===== config.mk =====
export PLATFORM = sky130hd
export DESIGN_NAME = host_mem_map
export DESIGN_NICKNAME = d
export VERILOG_FILES = /design/src/hw/host_mem_pkg.sv /design/src/hw/burst_splitter.sv /design/src/hw/rd_rob.sv /design/src/hw/rsp_pack.sv /design/src/hw/host_mem_map.sv
export SDC_FILE = /design/constraint.sdc
export NUM_CORES = 1
export LEC_CHECK = 0
export CORE_ASPECT_RATIO = 1.4
export CORE_MARGIN = 2
export CORE_UTILIZATION = 40
export DETAILED_ROUTE_END_ITERATION = 8
export DONT_BUFFER_PORTS = 1
export PLACE_DENSITY = 0.6
export SYNTH_ARGS = -nofsm -noshare
export SYNTH_HDL_FRONTEND = slang
export SYNTH_SLANG_ARGS = --single-unit
export TNS_END_PERCENT = 5

===== constraint.sdc =====
create_clock -name clk -period 12.4 [get_ports clk]
set_clock_uncertainty 0.15 [all_clocks]
set_input_delay 1.24 -clock clk [delete_from_list [all_inputs] [get_ports clk]]
set_output_delay 1.24 -clock clk [all_outputs]
set_load 0.01 [all_outputs]

===== src/hw/host_mem_pkg.sv =====
// ~~~~~~~~~~~~~~~~~~~~~~~~~~~~~~~~~~~~~~~~~~~~~~~~~~~~~~~~~~~~
// host memory read path shared widths and channel structs
// ~~~~~~~~~~~~~~~~~~~~~~~~~~~~~~~~~~~~~~~~~~~~~~~~~~~~~~~~~~~~

package host_mem_pkg;

    // addresses and lengths count whole lines
    localparam int ADDR_W = 16;
    // a length field holds the number of lines minus one
    localparam int LEN_W  = 4;
    localparam int ID_W   = 4;
    localparam int DATA_W = 32;
    // widest reorder slot index that any configuration may use
    localparam int TAG_W  = 4;

    // client read request
    typedef struct packed {
        logic [ID_W-1:0]   id;
        logic [ADDR_W-1:0] addr;
        logic [LEN_W-1:0]  len;
    } rd_req_t;

    // host read burst and the tag is the reorder slot of its first line
    typedef struct packed {
        logic [ADDR_W-1:0] addr;
        logic [LEN_W-1:0]  len;
        logic [TAG_W-1:0]  tag;
    } host_req_t;

    // one line returned by the host, tagged with its own slot
    typedef struct packed {
        logic [TAG_W-1:0]  tag;
        logic [DATA_W-1:0] data;
    } host_rsp_t;

    // per request header kept until the last response line
    typedef struct packed {
        logic [ID_W-1:0]  id;
        logic [LEN_W-1:0] len;
    } rsp_hdr_t;

    // client response line
    typedef struct packed {
        logic [ID_W-1:0]   id;
        logic [DATA_W-1:0] data;
        logic              last;
    } rd_rsp_t;

endpackage


===== src/hw/burst_splitter.sv =====
// ~~~~~~~~~~~~~~~~~~~~~~~~~~~~~~~~~~~~~~~~~~~~~~~~~~~~~~~~~~~~
// burst splitter cuts client reads into page safe host bursts
// ~~~~~~~~~~~~~~~~~~~~~~~~~~~~~~~~~~~~~~~~~~~~~~~~~~~~~~~~~~~~
`timescale 1ns/100ps

module burst_splitter
  #(
    parameter int ROB_DEPTH       = 16,
    parameter int MAX_BURST_LINES = 4,
    parameter int PAGE_LINES      = 8
    )
   (
    input  logic                                clk,
    input  logic                                arst_n,
    input  host_mem_pkg::rd_req_t               rd_req,
    input  logic                                rd_req_valid,
    output logic                                rd_req_ready,
    output host_mem_pkg::host_req_t             host_req,
    output logic                                host_req_valid,
    input  logic                                host_req_ready,
    output host_mem_pkg::rsp_hdr_t              hdr,
    output logic                                hdr_valid,
    output logic                                alloc_valid,
    output logic [$clog2(ROB_DEPTH+1)-1:0]      alloc_lines,
    input  logic [$clog2(ROB_DEPTH+1)-1:0]      free_slots,
    input  logic [host_mem_pkg::TAG_W-1:0]      next_tag
    );

    localparam int CNT_W = $clog2(ROB_DEPTH + 1);
    localparam int PG_W  = $clog2(PAGE_LINES);
    localparam int LEN_W = host_mem_pkg::LEN_W;

    logic                             busy;
    logic                             ready_q;
    logic [host_mem_pkg::ADDR_W-1:0]  cur_addr;
    // lines still to issue, one bit wider than a length field
    logic [LEN_W:0]                   remain;
    logic [PG_W:0]                    page_left;
    logic [31:0]                      burst_lim;
    logic                             req_xfer;
    logic                             burst_xfer;

    assign rd_req_ready = ready_q;
    assign req_xfer     = rd_req_valid && rd_req_ready;
    assign burst_xfer   = host_req_valid && host_req_ready;

    // the header leaves for the packer as soon as the request is taken
    assign hdr.id    = rd_req.id;
    assign hdr.len   = rd_req.len;
    assign hdr_valid = req_xfer;

    // lines between the current address and the next page boundary
    assign page_left = (PG_W+1)'(PAGE_LINES) - {1'b0, cur_addr[PG_W-1:0]};

    always_comb
    begin
        // smallest of the burst limit, the remaining lines and the page room
        burst_lim = MAX_BURST_LINES;
        if (32'(remain) < burst_lim)
        begin
            burst_lim = 32'(remain);
        end
        if (32'(page_left) < burst_lim)
        begin
            burst_lim = 32'(page_left);
        end
    end

    always_comb
    begin
        host_req.addr = cur_addr;
        host_req.len  = burst_lim[LEN_W-1:0] - 1'b1;
        // the slot of the first line is wherever the reorder tail sits now
        host_req.tag  = next_tag;
    end

    // a burst is offered only when every one of its lines has a free slot
    // and free_slots can only grow until our own transfer, so valid holds
    assign host_req_valid = busy && (32'(free_slots) >= burst_lim);

    assign alloc_valid = burst_xfer;
    assign alloc_lines = burst_lim[CNT_W-1:0];

    always_ff @(posedge clk or negedge arst_n)
    begin
        if (!arst_n)
        begin
            busy     <= 1'b0;
            ready_q  <= 1'b0;
            cur_addr <= '0;
            remain   <= '0;
        end
        else
        begin
            if (req_xfer)
            begin
                busy     <= 1'b1;
                ready_q  <= 1'b0;
                cur_addr <= rd_req.addr;
                remain   <= {1'b0, rd_req.len} + 1'b1;
            end
            else
            begin
                // ready rises one cycle after the splitter goes idle
                if (!busy)
                begin
                    ready_q <= 1'b1;
                end
                if (burst_xfer)
                begin
                    cur_addr <= cur_addr + burst_lim[host_mem_pkg::ADDR_W-1:0];
                    remain   <= remain - burst_lim[LEN_W:0];
                    // the final burst of the request has gone out
                    if (32'(remain) == burst_lim)
                    begin
                        busy <= 1'b0;
                    end
                end
            end
        end
    end

endmodule


===== src/hw/rd_rob.sv =====
// ~~~~~~~~~~~~~~~~~~~~~~~~~~~~~~~~~~~~~~~~~~~~~~~~~~~~~~~~~~~~
// read reorder buffer that stores host lines by slot
// and releases them in request order
// ~~~~~~~~~~~~~~~~~~~~~~~~~~~~~~~~~~~~~~~~~~~~~~~~~~~~~~~~~~~~
`timescale 1ns/100ps

module rd_rob
  #(
    parameter int ROB_DEPTH = 16
    )
   (
    input  logic                                clk,
    input  logic                                arst_n,
    input  logic                                alloc_valid,
    input  logic [$clog2(ROB_DEPTH+1)-1:0]      alloc_lines,
    output logic [$clog2(ROB_DEPTH+1)-1:0]      free_slots,
    output logic [host_mem_pkg::TAG_W-1:0]      next_tag,
    input  host_mem_pkg::host_rsp_t             host_rsp,
    input  logic                                host_rsp_valid,
    output logic                                line_valid,
    output logic [host_mem_pkg::DATA_W-1:0]     line_data,
    input  logic                                line_ready
    );

    localparam int CNT_W = $clog2(ROB_DEPTH + 1);
    localparam int IDX_W = $clog2(ROB_DEPTH);

    logic [host_mem_pkg::DATA_W-1:0] mem [ROB_DEPTH];
    // one bit per slot that says the host has returned its line
    logic [ROB_DEPTH-1:0]            filled;
    logic [IDX_W-1:0]                head;
    logic [IDX_W-1:0]                tail;
    logic [IDX_W-1:0]                head_next;
    logic [IDX_W-1:0]                tail_next;
    logic [CNT_W:0]                  tail_sum;
    logic [CNT_W-1:0]                free_next;
    logic [IDX_W-1:0]                wr_idx;
    logic                            line_xfer;

    assign wr_idx    = host_rsp.tag[IDX_W-1:0];
    assign next_tag  = host_mem_pkg::TAG_W'(tail);

    // the head slot is offered as soon as its line has landed
    assign line_valid = filled[head];
    assign line_data  = mem[head];
    assign line_xfer  = line_valid && line_ready;

    always_comb
    begin
        // the tail moves by a whole burst and wraps at the buffer depth
        tail_sum = (CNT_W+1)'(tail) + (CNT_W+1)'(alloc_lines);
        if (tail_sum >= (CNT_W+1)'(ROB_DEPTH))
        begin
            tail_sum = tail_sum - (CNT_W+1)'(ROB_DEPTH);
        end
        tail_next = tail_sum[IDX_W-1:0];
    end

    always_comb
    begin
        if (head == IDX_W'(ROB_DEPTH - 1))
        begin
            head_next = '0;
        end
        else
        begin
            head_next = head + 1'b1;
        end
    end

    always_comb
    begin
        // allocation takes slots and a released line gives one back
        free_next = free_slots;
        if (alloc_valid)
        begin
            free_next = free_next - alloc_lines;
        end
        if (line_xfer)
        begin
            free_next = free_next + 1'b1;
        end
    end

    // host lines are written straight into the slot named by their tag
    always_ff @(posedge clk)
    begin
        if (host_rsp_valid)
        begin
            mem[wr_idx] <= host_rsp.data;
        end
    end

    always_ff @(posedge clk or negedge arst_n)
    begin
        if (!arst_n)
        begin
            filled     <= '0;
            head       <= '0;
            tail       <= '0;
            free_slots <= CNT_W'(ROB_DEPTH);
        end
        else
        begin
            // a returning line never targets the head slot being released
            // because that slot is already filled
            if (host_rsp_valid)
            begin
                filled[wr_idx] <= 1'b1;
            end
            if (line_xfer)
            begin
                filled[head] <= 1'b0;
                head         <= head_next;
            end
            if (alloc_valid)
            begin
                tail <= tail_next;
            end
            free_slots <= free_next;
        end
    end

endmodule


===== src/hw/rsp_pack.sv =====
// ~~~~~~~~~~~~~~~~~~~~~~~~~~~~~~~~~~~~~~~~~~~~~~~~~~~~~~~~~~~~
// response packer restores id and last on ordered lines
// ~~~~~~~~~~~~~~~~~~~~~~~~~~~~~~~~~~~~~~~~~~~~~~~~~~~~~~~~~~~~
`timescale 1ns/100ps

module rsp_pack
  #(
    parameter int ROB_DEPTH = 16
    )
   (
    input  logic                                clk,
    input  logic                                arst_n,
    input  host_mem_pkg::rsp_hdr_t              hdr,
    input  logic                                hdr_valid,
    input  logic                                line_valid,
    input  logic [host_mem_pkg::DATA_W-1:0]     line_data,
    output logic                                line_ready,
    output host_mem_pkg::rd_rsp_t               rd_rsp,
    output logic                                rd_rsp_valid,
    input  logic                                rd_rsp_ready
    );

    // up to ROB_DEPTH issued requests each hold a slot and one more may be splitting
    // one spare entry keeps a full FIFO apart from an empty one
    localparam int HDR_DEPTH = ROB_DEPTH + 2;
    localparam int PTR_W     = $clog2(HDR_DEPTH);

    host_mem_pkg::rsp_hdr_t             hdr_fifo [HDR_DEPTH];
    host_mem_pkg::rsp_hdr_t             head_hdr;
    logic [PTR_W-1:0]                   wr_ptr;
    logic [PTR_W-1:0]                   rd_ptr;
    logic [host_mem_pkg::LEN_W-1:0]     beat_cnt;
    logic                               hdr_avail;
    logic                               rsp_xfer;

    function automatic logic [PTR_W-1:0] ptr_inc(input logic [PTR_W-1:0] p);
        if (p == PTR_W'(HDR_DEPTH - 1))
        begin
            return '0;
        end
        return p + 1'b1;
    endfunction

    // the FIFO never fills, so equal pointers mean it is empty
    assign hdr_avail = (wr_ptr != rd_ptr);
    assign head_hdr  = hdr_fifo[rd_ptr];

    // lines pass straight through and pick up the head header fields
    assign rd_rsp.id    = head_hdr.id;
    assign rd_rsp.data  = line_data;
    assign rd_rsp.last  = (beat_cnt == head_hdr.len);
    assign rd_rsp_valid = line_valid && hdr_avail;
    assign line_ready   = rd_rsp_ready && hdr_avail;
    assign rsp_xfer     = rd_rsp_valid && rd_rsp_ready;

    always_ff @(posedge clk)
    begin
        if (hdr_valid)
        begin
            hdr_fifo[wr_ptr] <= hdr;
        end
    end

    always_ff @(posedge clk or negedge arst_n)
    begin
        if (!arst_n)
        begin
            wr_ptr   <= '0;
            rd_ptr   <= '0;
            beat_cnt <= '0;
        end
        else
        begin
            if (hdr_valid)
            begin
                wr_ptr <= ptr_inc(wr_ptr);
            end
            if (rsp_xfer)
            begin
                // the last line retires its header and restarts the count
                if (rd_rsp.last)
                begin
                    rd_ptr   <= ptr_inc(rd_ptr);
                    beat_cnt <= '0;
                end
                else
                begin
                    beat_cnt <= beat_cnt + 1'b1;
                end
            end
        end
    end

endmodule


===== src/hw/host_mem_map.sv =====
// ~~~~~~~~~~~~~~~~~~~~~~~~~~~~~~~~~~~~~~~~~~~~~~~~~~~~~~~~~~~~
// host memory read map with splitter, reorder buffer and packer
// ~~~~~~~~~~~~~~~~~~~~~~~~~~~~~~~~~~~~~~~~~~~~~~~~~~~~~~~~~~~~
`timescale 1ns/100ps

module host_mem_map
  #(
    // reorder slots, also the number of read credits
    parameter int ROB_DEPTH       = 16,
    parameter int MAX_BURST_LINES = 4,
    // must be a power of two
    parameter int PAGE_LINES      = 8
    )
   (
    input  logic                        clk,
    input  logic                        arst_n,
    input  host_mem_pkg::rd_req_t       rd_req,
    input  logic                        rd_req_valid,
    output logic                        rd_req_ready,
    output host_mem_pkg::host_req_t     host_req,
    output logic                        host_req_valid,
    input  logic                        host_req_ready,
    input  host_mem_pkg::host_rsp_t     host_rsp,
    input  logic                        host_rsp_valid,
    output host_mem_pkg::rd_rsp_t       rd_rsp,
    output logic                        rd_rsp_valid,
    input  logic                        rd_rsp_ready
    );

    localparam int CNT_W = $clog2(ROB_DEPTH + 1);

    host_mem_pkg::rsp_hdr_t             hdr;
    logic                               hdr_valid;
    logic                               alloc_valid;
    logic [CNT_W-1:0]                   alloc_lines;
    logic [CNT_W-1:0]                   free_slots;
    logic [host_mem_pkg::TAG_W-1:0]     next_tag;
    logic                               line_valid;
    logic [host_mem_pkg::DATA_W-1:0]    line_data;
    logic                               line_ready;

    // cuts requests into host bursts and spends reorder credits
    burst_splitter
      #(
        .ROB_DEPTH(ROB_DEPTH),
        .MAX_BURST_LINES(MAX_BURST_LINES),
        .PAGE_LINES(PAGE_LINES)
        )
      u_splitter
       (
        .clk, .arst_n,
        .rd_req, .rd_req_valid, .rd_req_ready,
        .host_req, .host_req_valid, .host_req_ready,
        .hdr, .hdr_valid,
        .alloc_valid, .alloc_lines,
        .free_slots, .next_tag
        );

    // host lines come back in any order and leave here sorted
    rd_rob
      #(
        .ROB_DEPTH(ROB_DEPTH)
        )
      u_rob
       (
        .clk, .arst_n,
        .alloc_valid, .alloc_lines,
        .free_slots, .next_tag,
        .host_rsp, .host_rsp_valid,
        .line_valid, .line_data, .line_ready
        );

    rsp_pack
      #(
        .ROB_DEPTH(ROB_DEPTH)
        )
      u_pack
       (
        .clk, .arst_n,
        .hdr, .hdr_valid,
        .line_valid, .line_data, .line_ready,
        .rd_rsp, .rd_rsp_valid, .rd_rsp_ready
        );

endmodule


* Yosys cells after proc, flatten, opt, wreduce, memory -nomap -nowiden
Memories as Yosys holds them, arrays and structs flattened.
Index checks and enable logic that the tools add are counted.
W data, S select, Z words.
** Cells by class
- Add/sub/neg operators :: 13
- Order comparisons :: 8
- Eq/ne operators :: 7
- Multiplexer cells :: 37
- Bitwise gates (word level) :: 3
- Reductions and logical operators :: 13
** Operators with widths (number)
- $mux W16 :: 4
- $mux W5 :: 9
- $eq A5 B32 Y1 :: 1
- $ge A5 B32 Y1 :: 1
- $mux W32 :: 1
- $mux W1 :: 17
- $add A16 B16 Y16 :: 1
- $and A16 B16 Y16 :: 1
- $not A16 Y16 :: 1
- $or A16 B16 Y16 :: 1
- $add A5 B1 Y5 const B :: 3
- $mux W4 :: 3
- $eq A5 B5 Y1 const B :: 2
- $lt A4 B5 Y1 const B :: 2
- $sub A5 B5 Y5 :: 2
- $logic_and A1 B1 Y1 :: 9
- $add A4 B1 Y4 const B :: 2
- $demux W1 S4 :: 2
- $ge A4 B1 Y1 const B :: 2
- $sub A4 B1 Y4 const B :: 2
- $add A4 B5 Y6 :: 1
- $ge A6 B5 Y1 const B :: 1
- $add A4 B1 Y5 const B :: 1
- $lt A4 B5 Y1 :: 1
- other kinds (9) :: 11
** Word-level totals
- Bits in registers :: 66
- Memory bits (writable) :: 656
- Input bits :: 66
- Output and inout bits :: 64
- Memories kept :: 2
** Memories
- u_rob.mem :: depth 16, bits a word 32, rd ports 1, clocked after memory_dff 0, wr ports 1, line rd_rob.sv:28 : logic [host_mem_pkg::DATA_W-1:0] mem [ROB_DEPTH];
- u_pack.hdr_fifo :: depth 18, bits a word 8, rd ports 1, clocked after memory_dff 0, wr ports 1, line rsp_pack.sv:28 : host_mem_pkg::rsp_hdr_t hdr_fifo [HDR_DEPTH];

* Depth between registers and ports, before layout
- Depth in word-level cells :: 10
- Mapped depth :: 20

* Cells and area by module
A second synthesis with hierarchy kept.
** Unflattened totals
- Cells, all modules :: 1533
- Area, all modules :: 29931.2 um^2
** By module, submodules not included
- rd_rob :: times used 1, cells an instance 891, area an instance 20965.1 um^2, seq. area each 16101.7 um^2
- rsp_pack :: times used 1, cells an instance 399, area an instance 6897.9 um^2, seq. area each 4674.5 um^2
- burst_splitter :: times used 1, cells an instance 243, area an instance 2068.2 um^2, seq. area each 575.6 um^2

* Worst setup path after synthesis
No wires, ideal clock.
- Path type :: input to register
- Start :: input port host_rsp[35] in the netlist's numbering
- End :: register u_rob.filled[0]
- Library setup time :: 0.077 ns
- Data arrival time :: 5.177 ns
- Data required time :: 12.173 ns
- Path slack :: 6.996 ns
- Stages :: 3
- Buffers on the path :: 1
- Cell sequence :: clkbuf_1 nor4_1 o32a_1
** On the way
- Longest elaborated chain between the ends :: 8
** RTL lines
- start: declaration :: line host_mem_map.sv:23 : input host_mem_pkg::host_rsp_t host_rsp,
- $lt A4 B5 Y1 (implied by the code) / $ge A4 B1 Y1 (equally long branches) :: line rd_rob.sv:109 : filled[wr_idx] <= 1'b1;
- $logic_and A1 B1 Y1 (implied by the code) :: line rd_rob.sv:109
- $mux W1 (implied by the code) :: line rd_rob.sv:109
- $demux W1 S4 *
- $or A16 B16 Y16 (no line) *
- $mux W16 * :: line rd_rob.sv:107 : if (host_rsp_valid)
- $and A16 B16 Y16 (no line)
- $mux W16 * :: line rd_rob.sv:111 : if (line_xfer)
- end signal: assignment :: line rd_rob.sv:98 : filled <= '0;
- end signal: indexed assignment :: line rd_rob.sv:109
- end signal: indexed assignment :: line rd_rob.sv:113 : filled[head] <= 1'b0;
- end: declaration :: line rd_rob.sv:30 : logic [ROB_DEPTH-1:0] filled;
Every way passes the cells marked *; elsewhere a longest branch is shown, timed or not.
A chain may end at the register's enable or synchronous reset.

* Worst setup path in the final report
- Start :: register u_splitter.cur_addr[0] in the netlist's numbering
- End :: output port host_req_valid
** On the way
- Longest elaborated chain between the ends :: 5
** RTL lines
- start: declaration :: line burst_splitter.sv:35 : logic [host_mem_pkg::ADDR_W-1:0] cur_addr;
- start signal: assignment :: line burst_splitter.sv:99 : cur_addr <= rd_req.addr;
- start signal: assignment :: line burst_splitter.sv:111 : cur_addr <= cur_addr + burst_lim[host_mem_pkg::ADDR_W-1:0];
- $sub A4 B3 Y4 * :: line burst_splitter.sv:53 : assign page_left = (PG_W+1)'(PAGE_LINES) - {1'b0, cur_addr[PG_W-1:0]};
- $lt A4 B5 Y1 :: line burst_splitter.sv:63 : if (32'(page_left) < burst_lim)
- $mux W32 * :: line burst_splitter.sv:63
- $ge A5 B32 Y1 * :: line burst_splitter.sv:79 : assign host_req_valid = busy && (32'(free_slots) >= burst_lim);
- $logic_and A1 B1 Y1 * :: line burst_splitter.sv:79
- end: declaration :: line host_mem_map.sv:21 : output logic host_req_valid,
Marked as above.

==> flow_summary.json <==
{
  "routabilityCongestion": 0.822,
  "fillCellCount": 6158,
  "num_rows": 117,
  "worst_path_max_delay_cell": "a2111oi_1",
  "synth_flop_cell": "edfxtp_1",
  "cts_setup_buffers": 0,
  "cts-root-buf": "clkbuf_16",
  "dp.final_hpwl_mm": 35.4,
  "rsz0062_at_grt": "false",
  "ir_worst_vdd_uv": 153,
  "drv_slew": 0,
  "n_antenna_cell": 0,
  "met3_usage": 0.0376,
  "cts.sinks": 722,
  "final_layout_size_suffix_gt1_frac": 0.243,
  "ys_warn_count": 0,
  "ctsResizeCount": 0,
  "yosysSeqAreaShare": 0.734,
  "netlist_instances": 1440,
  "leakagePower_uw": 0.0104,
  "die_w_um": 232,
  "setup_viol": 0,
  "ant_nets": 0,
  "grt_antenna_before_repair": 0,
  "vias": 13800,
  "cts_made_buffers": 73,
  "period_share": 0.534,
  "fmax_mhz": 151,
  "grt_max_degree": 67,
  "area_growth_pct": 12.2,
  "wl_mm": 63.9,
  "clk_pin_slew_ns": 0.07,
  "via_per_inst": 5.58,
  "run_status": "complete, no violations",
  "synth_edf_count": 656,
  "critPathTopFamily": "compound AO/OA/AOI/OAI gates",
  "synth_area_um2": 29100,
  "grt.overflow.total": 0,
  "cap_viol_max_count": 0,
  "busiest_layer": "met2",
  "die-height_um": 323,
  "fin_total_pwr_uw": 7510,
  "min_period_ns": 6.62,
  "tightest_slew_ns": 1.12,
  "hold_viol": 0,
  "grt_pass1_vias": 14700,
  "critical_path_class": "reg2out",
  "timing.critical_path.mode_cell": "ha_1",
  "postCtsHoldBufs": 0,
  "async_flop_share": 0.0914,
  "cts_tree": "done",
  "min_path_type": "in2async",
  "p_per_area_nw_per_um2": 230,
  "end_kind": "primary output",
  "grt_pass1_wl_mm": 95.6,
  "critPathMaxFanout": 7,
  "port_buffers": 0,
  "clock_latency_ns": 0.62,
  "use_met1": 0.207,
  "track_usage": 0.174,
  "synth.avg_cell_area_um2": 20.2,
  "use_met2": 0.314,
  "first_pass_iters": 5,
  "multiInputGateArea_um2": 7430,
  "drt_iter0_drc": 1138,
  "regArea_um2": 21400,
  "crit_buf_inv": 2,
  "io_pins": 130,
  "drcViolationCount": 0,
  "synth_cell_types": 58,
  "clock_path_buffers": 3,
  "startpoint_type": "flop",
  "slew_headroom": 0.253,
  "tns_ns": 0,
  "start_util": 0.402,
  "routedWlPerCell_um": 25.8,
  "cts_max_level": 3,
  "die_area_um2": 74900,
  "required_ns": 11.01,
  "ys_ff_latch": 722,
  "critical_path_arrival_ns": 5.23,
  "cp_cell_sequence": "inv_1 -> ha_1 -> xnor2_1 -> ha_1 -> a21o_1 -> a21oi_1 -> nand2_1 -> a31oi_1 -> inv_1 -> ha_1 -> nand2_1 -> a211oi_1 -> a2111oi_1 -> a21oi_1",
  "coreArea_um2": 72300,
  "final_nets": 1574,
  "max_stage_delay_ns": 0.87
}
[per-layer routing]
layer / part of all wire / up-vias
met3: 0.055 / 87
met1: 0.39 / 7450
met2: 0.54 / 334
met5: 0 / -
met4: 0.021 / 0
li1: - / 5949
[cells in the final DEF, fill, tap and decap left out, types with 19 or more instances in the layout]
cell type	instances
a21oi_1	25
buf_4	31
clkbuf_16	73
dfrtp_1	59
edfxtp_1	656
ha_1	31
inv_1	23
mux4_2	199
nand2_1	72
nand3_1	22
nor2_1	51
o21ai_0	38
xnor2_1	35
xor2_1	19
[registers in the layout (all words and copies together) (netlist names), 4 cells and up]
signal               flops
u_pack.hdr_fifo        144
u_rob.next_tag           4
u_rob.filled            16
u_rob.free_slots         5
u_rob.head               4
u_pack.rd_ptr            5
u_rob.mem              512
u_pack.wr_ptr            5
u_splitter.cur_addr     16
u_pack.beat_cnt          4
u_splitter.remain        5
[final timing paths]
path / depth (start not counted) / slack, ns / to / startpoint
setup / recovery: 14 / 5.78 / host_req_valid / u_splitter.cur_addr[0]
hold / removal: 0 / 0.16 / u_splitter.cur_addr[14] / arst_n
setup reg to reg: 17 / 6.65 / u_rob.free_slots[4] / u_splitter.cur_addr[0]
hold reg to reg: 1 / 0.33 / u_rob.filled[7] / u_rob.filled[7]
max in group asynchronous: 0 / 11.73 / u_rob.free_slots[4] / arst_n
min in group clk: 1 / 0.33 / u_rob.filled[7] / u_rob.filled[7]
[Yosys cell counts (all sizes together) (2+ instances only)]
library cell | number | area (um^2)
nand3b | 2 | 15.0
buf | 31 | 183
edfxtp | 656 | 19700
clkbuf | 39 | 146
nor4 | 4 | 40.0
o22ai | 4 | 25.0
nor3 | 12 | 65.1
nand3 | 22 | 110
mux4 | 205 | 4640
o22a | 12 | 105
nand4 | 6 | 37.5
inv | 24 | 90.1
o32a | 4 | 40.0
ha | 31 | 388
nor2 | 57 | 214
o211ai | 4 | 30.0
xnor2 | 35 | 307
and2 | 3 | 18.8
o21ai | 38 | 190
maj3 | 2 | 20.0
a21oi | 26 | 130
or3 | 2 | 12.5
nor3b | 2 | 15.0
dfrtp | 65 | 1630
nand2 | 72 | 270
xor2 | 19 | 166
a311oi | 2 | 17.5
mux2 | 5 | 56.3
nand2b | 9 | 56.3
a211oi | 2 | 15.0
a21o | 4 | 30.0
mux2i | 9 | 90.1
and3 | 7 | 43.8
conb | 2 | 7.51
a31oi | 8 | 50.1
[through the flow]
stage          hold WS [ns]  std cells   util  cell area [um^2]  setup WS (ns)
4_1_cts               0.102       2478  0.451             32600           5.64
5_1_grt               0.122       2478  0.451             32600           5.21
6_report              0.163       2478  0.451             32600           5.78
3_3_place_gp          0.315       2354  0.419             30300           6.41
3_5_place_dp          0.323       2354  0.419             30300           6.36
2_1_floorplan         0.300       1441      -             29100           7.00
[cells by family (layout without fill, tap and decap cells)]
kind of cell,Yosys count,after routing,synth area share
buf+inv,94,179,0.0144
mux,219,219,0.164
flops,722,722,0.734
fa+ha+maj,33,33,0.0140
xor+xnor,54,54,0.0163
other cells,2,3,0.000258
simple gates,202,202,0.0319
compound gates,114,114,0.0249
[worst reg2reg max path, delay by kind of cell (launching register included)]
| family | cells | cell delay [ns] |
|---|---|---|
| AND/OR/NAND/NOR | 3 | 0.50 |
| XOR/XNOR | 2 | 0.38 |
| flip-flops | 1 | 0.46 |
| buffers and inverters | 2 | 0.42 |
| AO/OA/AOI/OAI | 7 | 2.87 |
| adder cells (fa/ha/maj) | 3 | 0.91 |
[final cells by class]
class | count | area share
Timing Repair Buffer | 31 | 0.00713
Sequential cell | 722 | 0.655
Multi-Input combinational cell | 625 | 0.228
Tap cell | 952 | 0.0365
Clock buffer | 84 | 0.0578
Clock inverter | 40 | 0.0134
Inverter | 24 | 0.00276
[where the power goes]
group | internal (uW) | switching (uW) | total [uW] | leakage (uW)
Sequential | 2820 | 283 | 3100 | 0.00670
Clock | 1190 | 944 | 2140 | 0.00113
Combinational | 1090 | 1180 | 2280 | 0.00253
(Power assumes the default switching activity.)
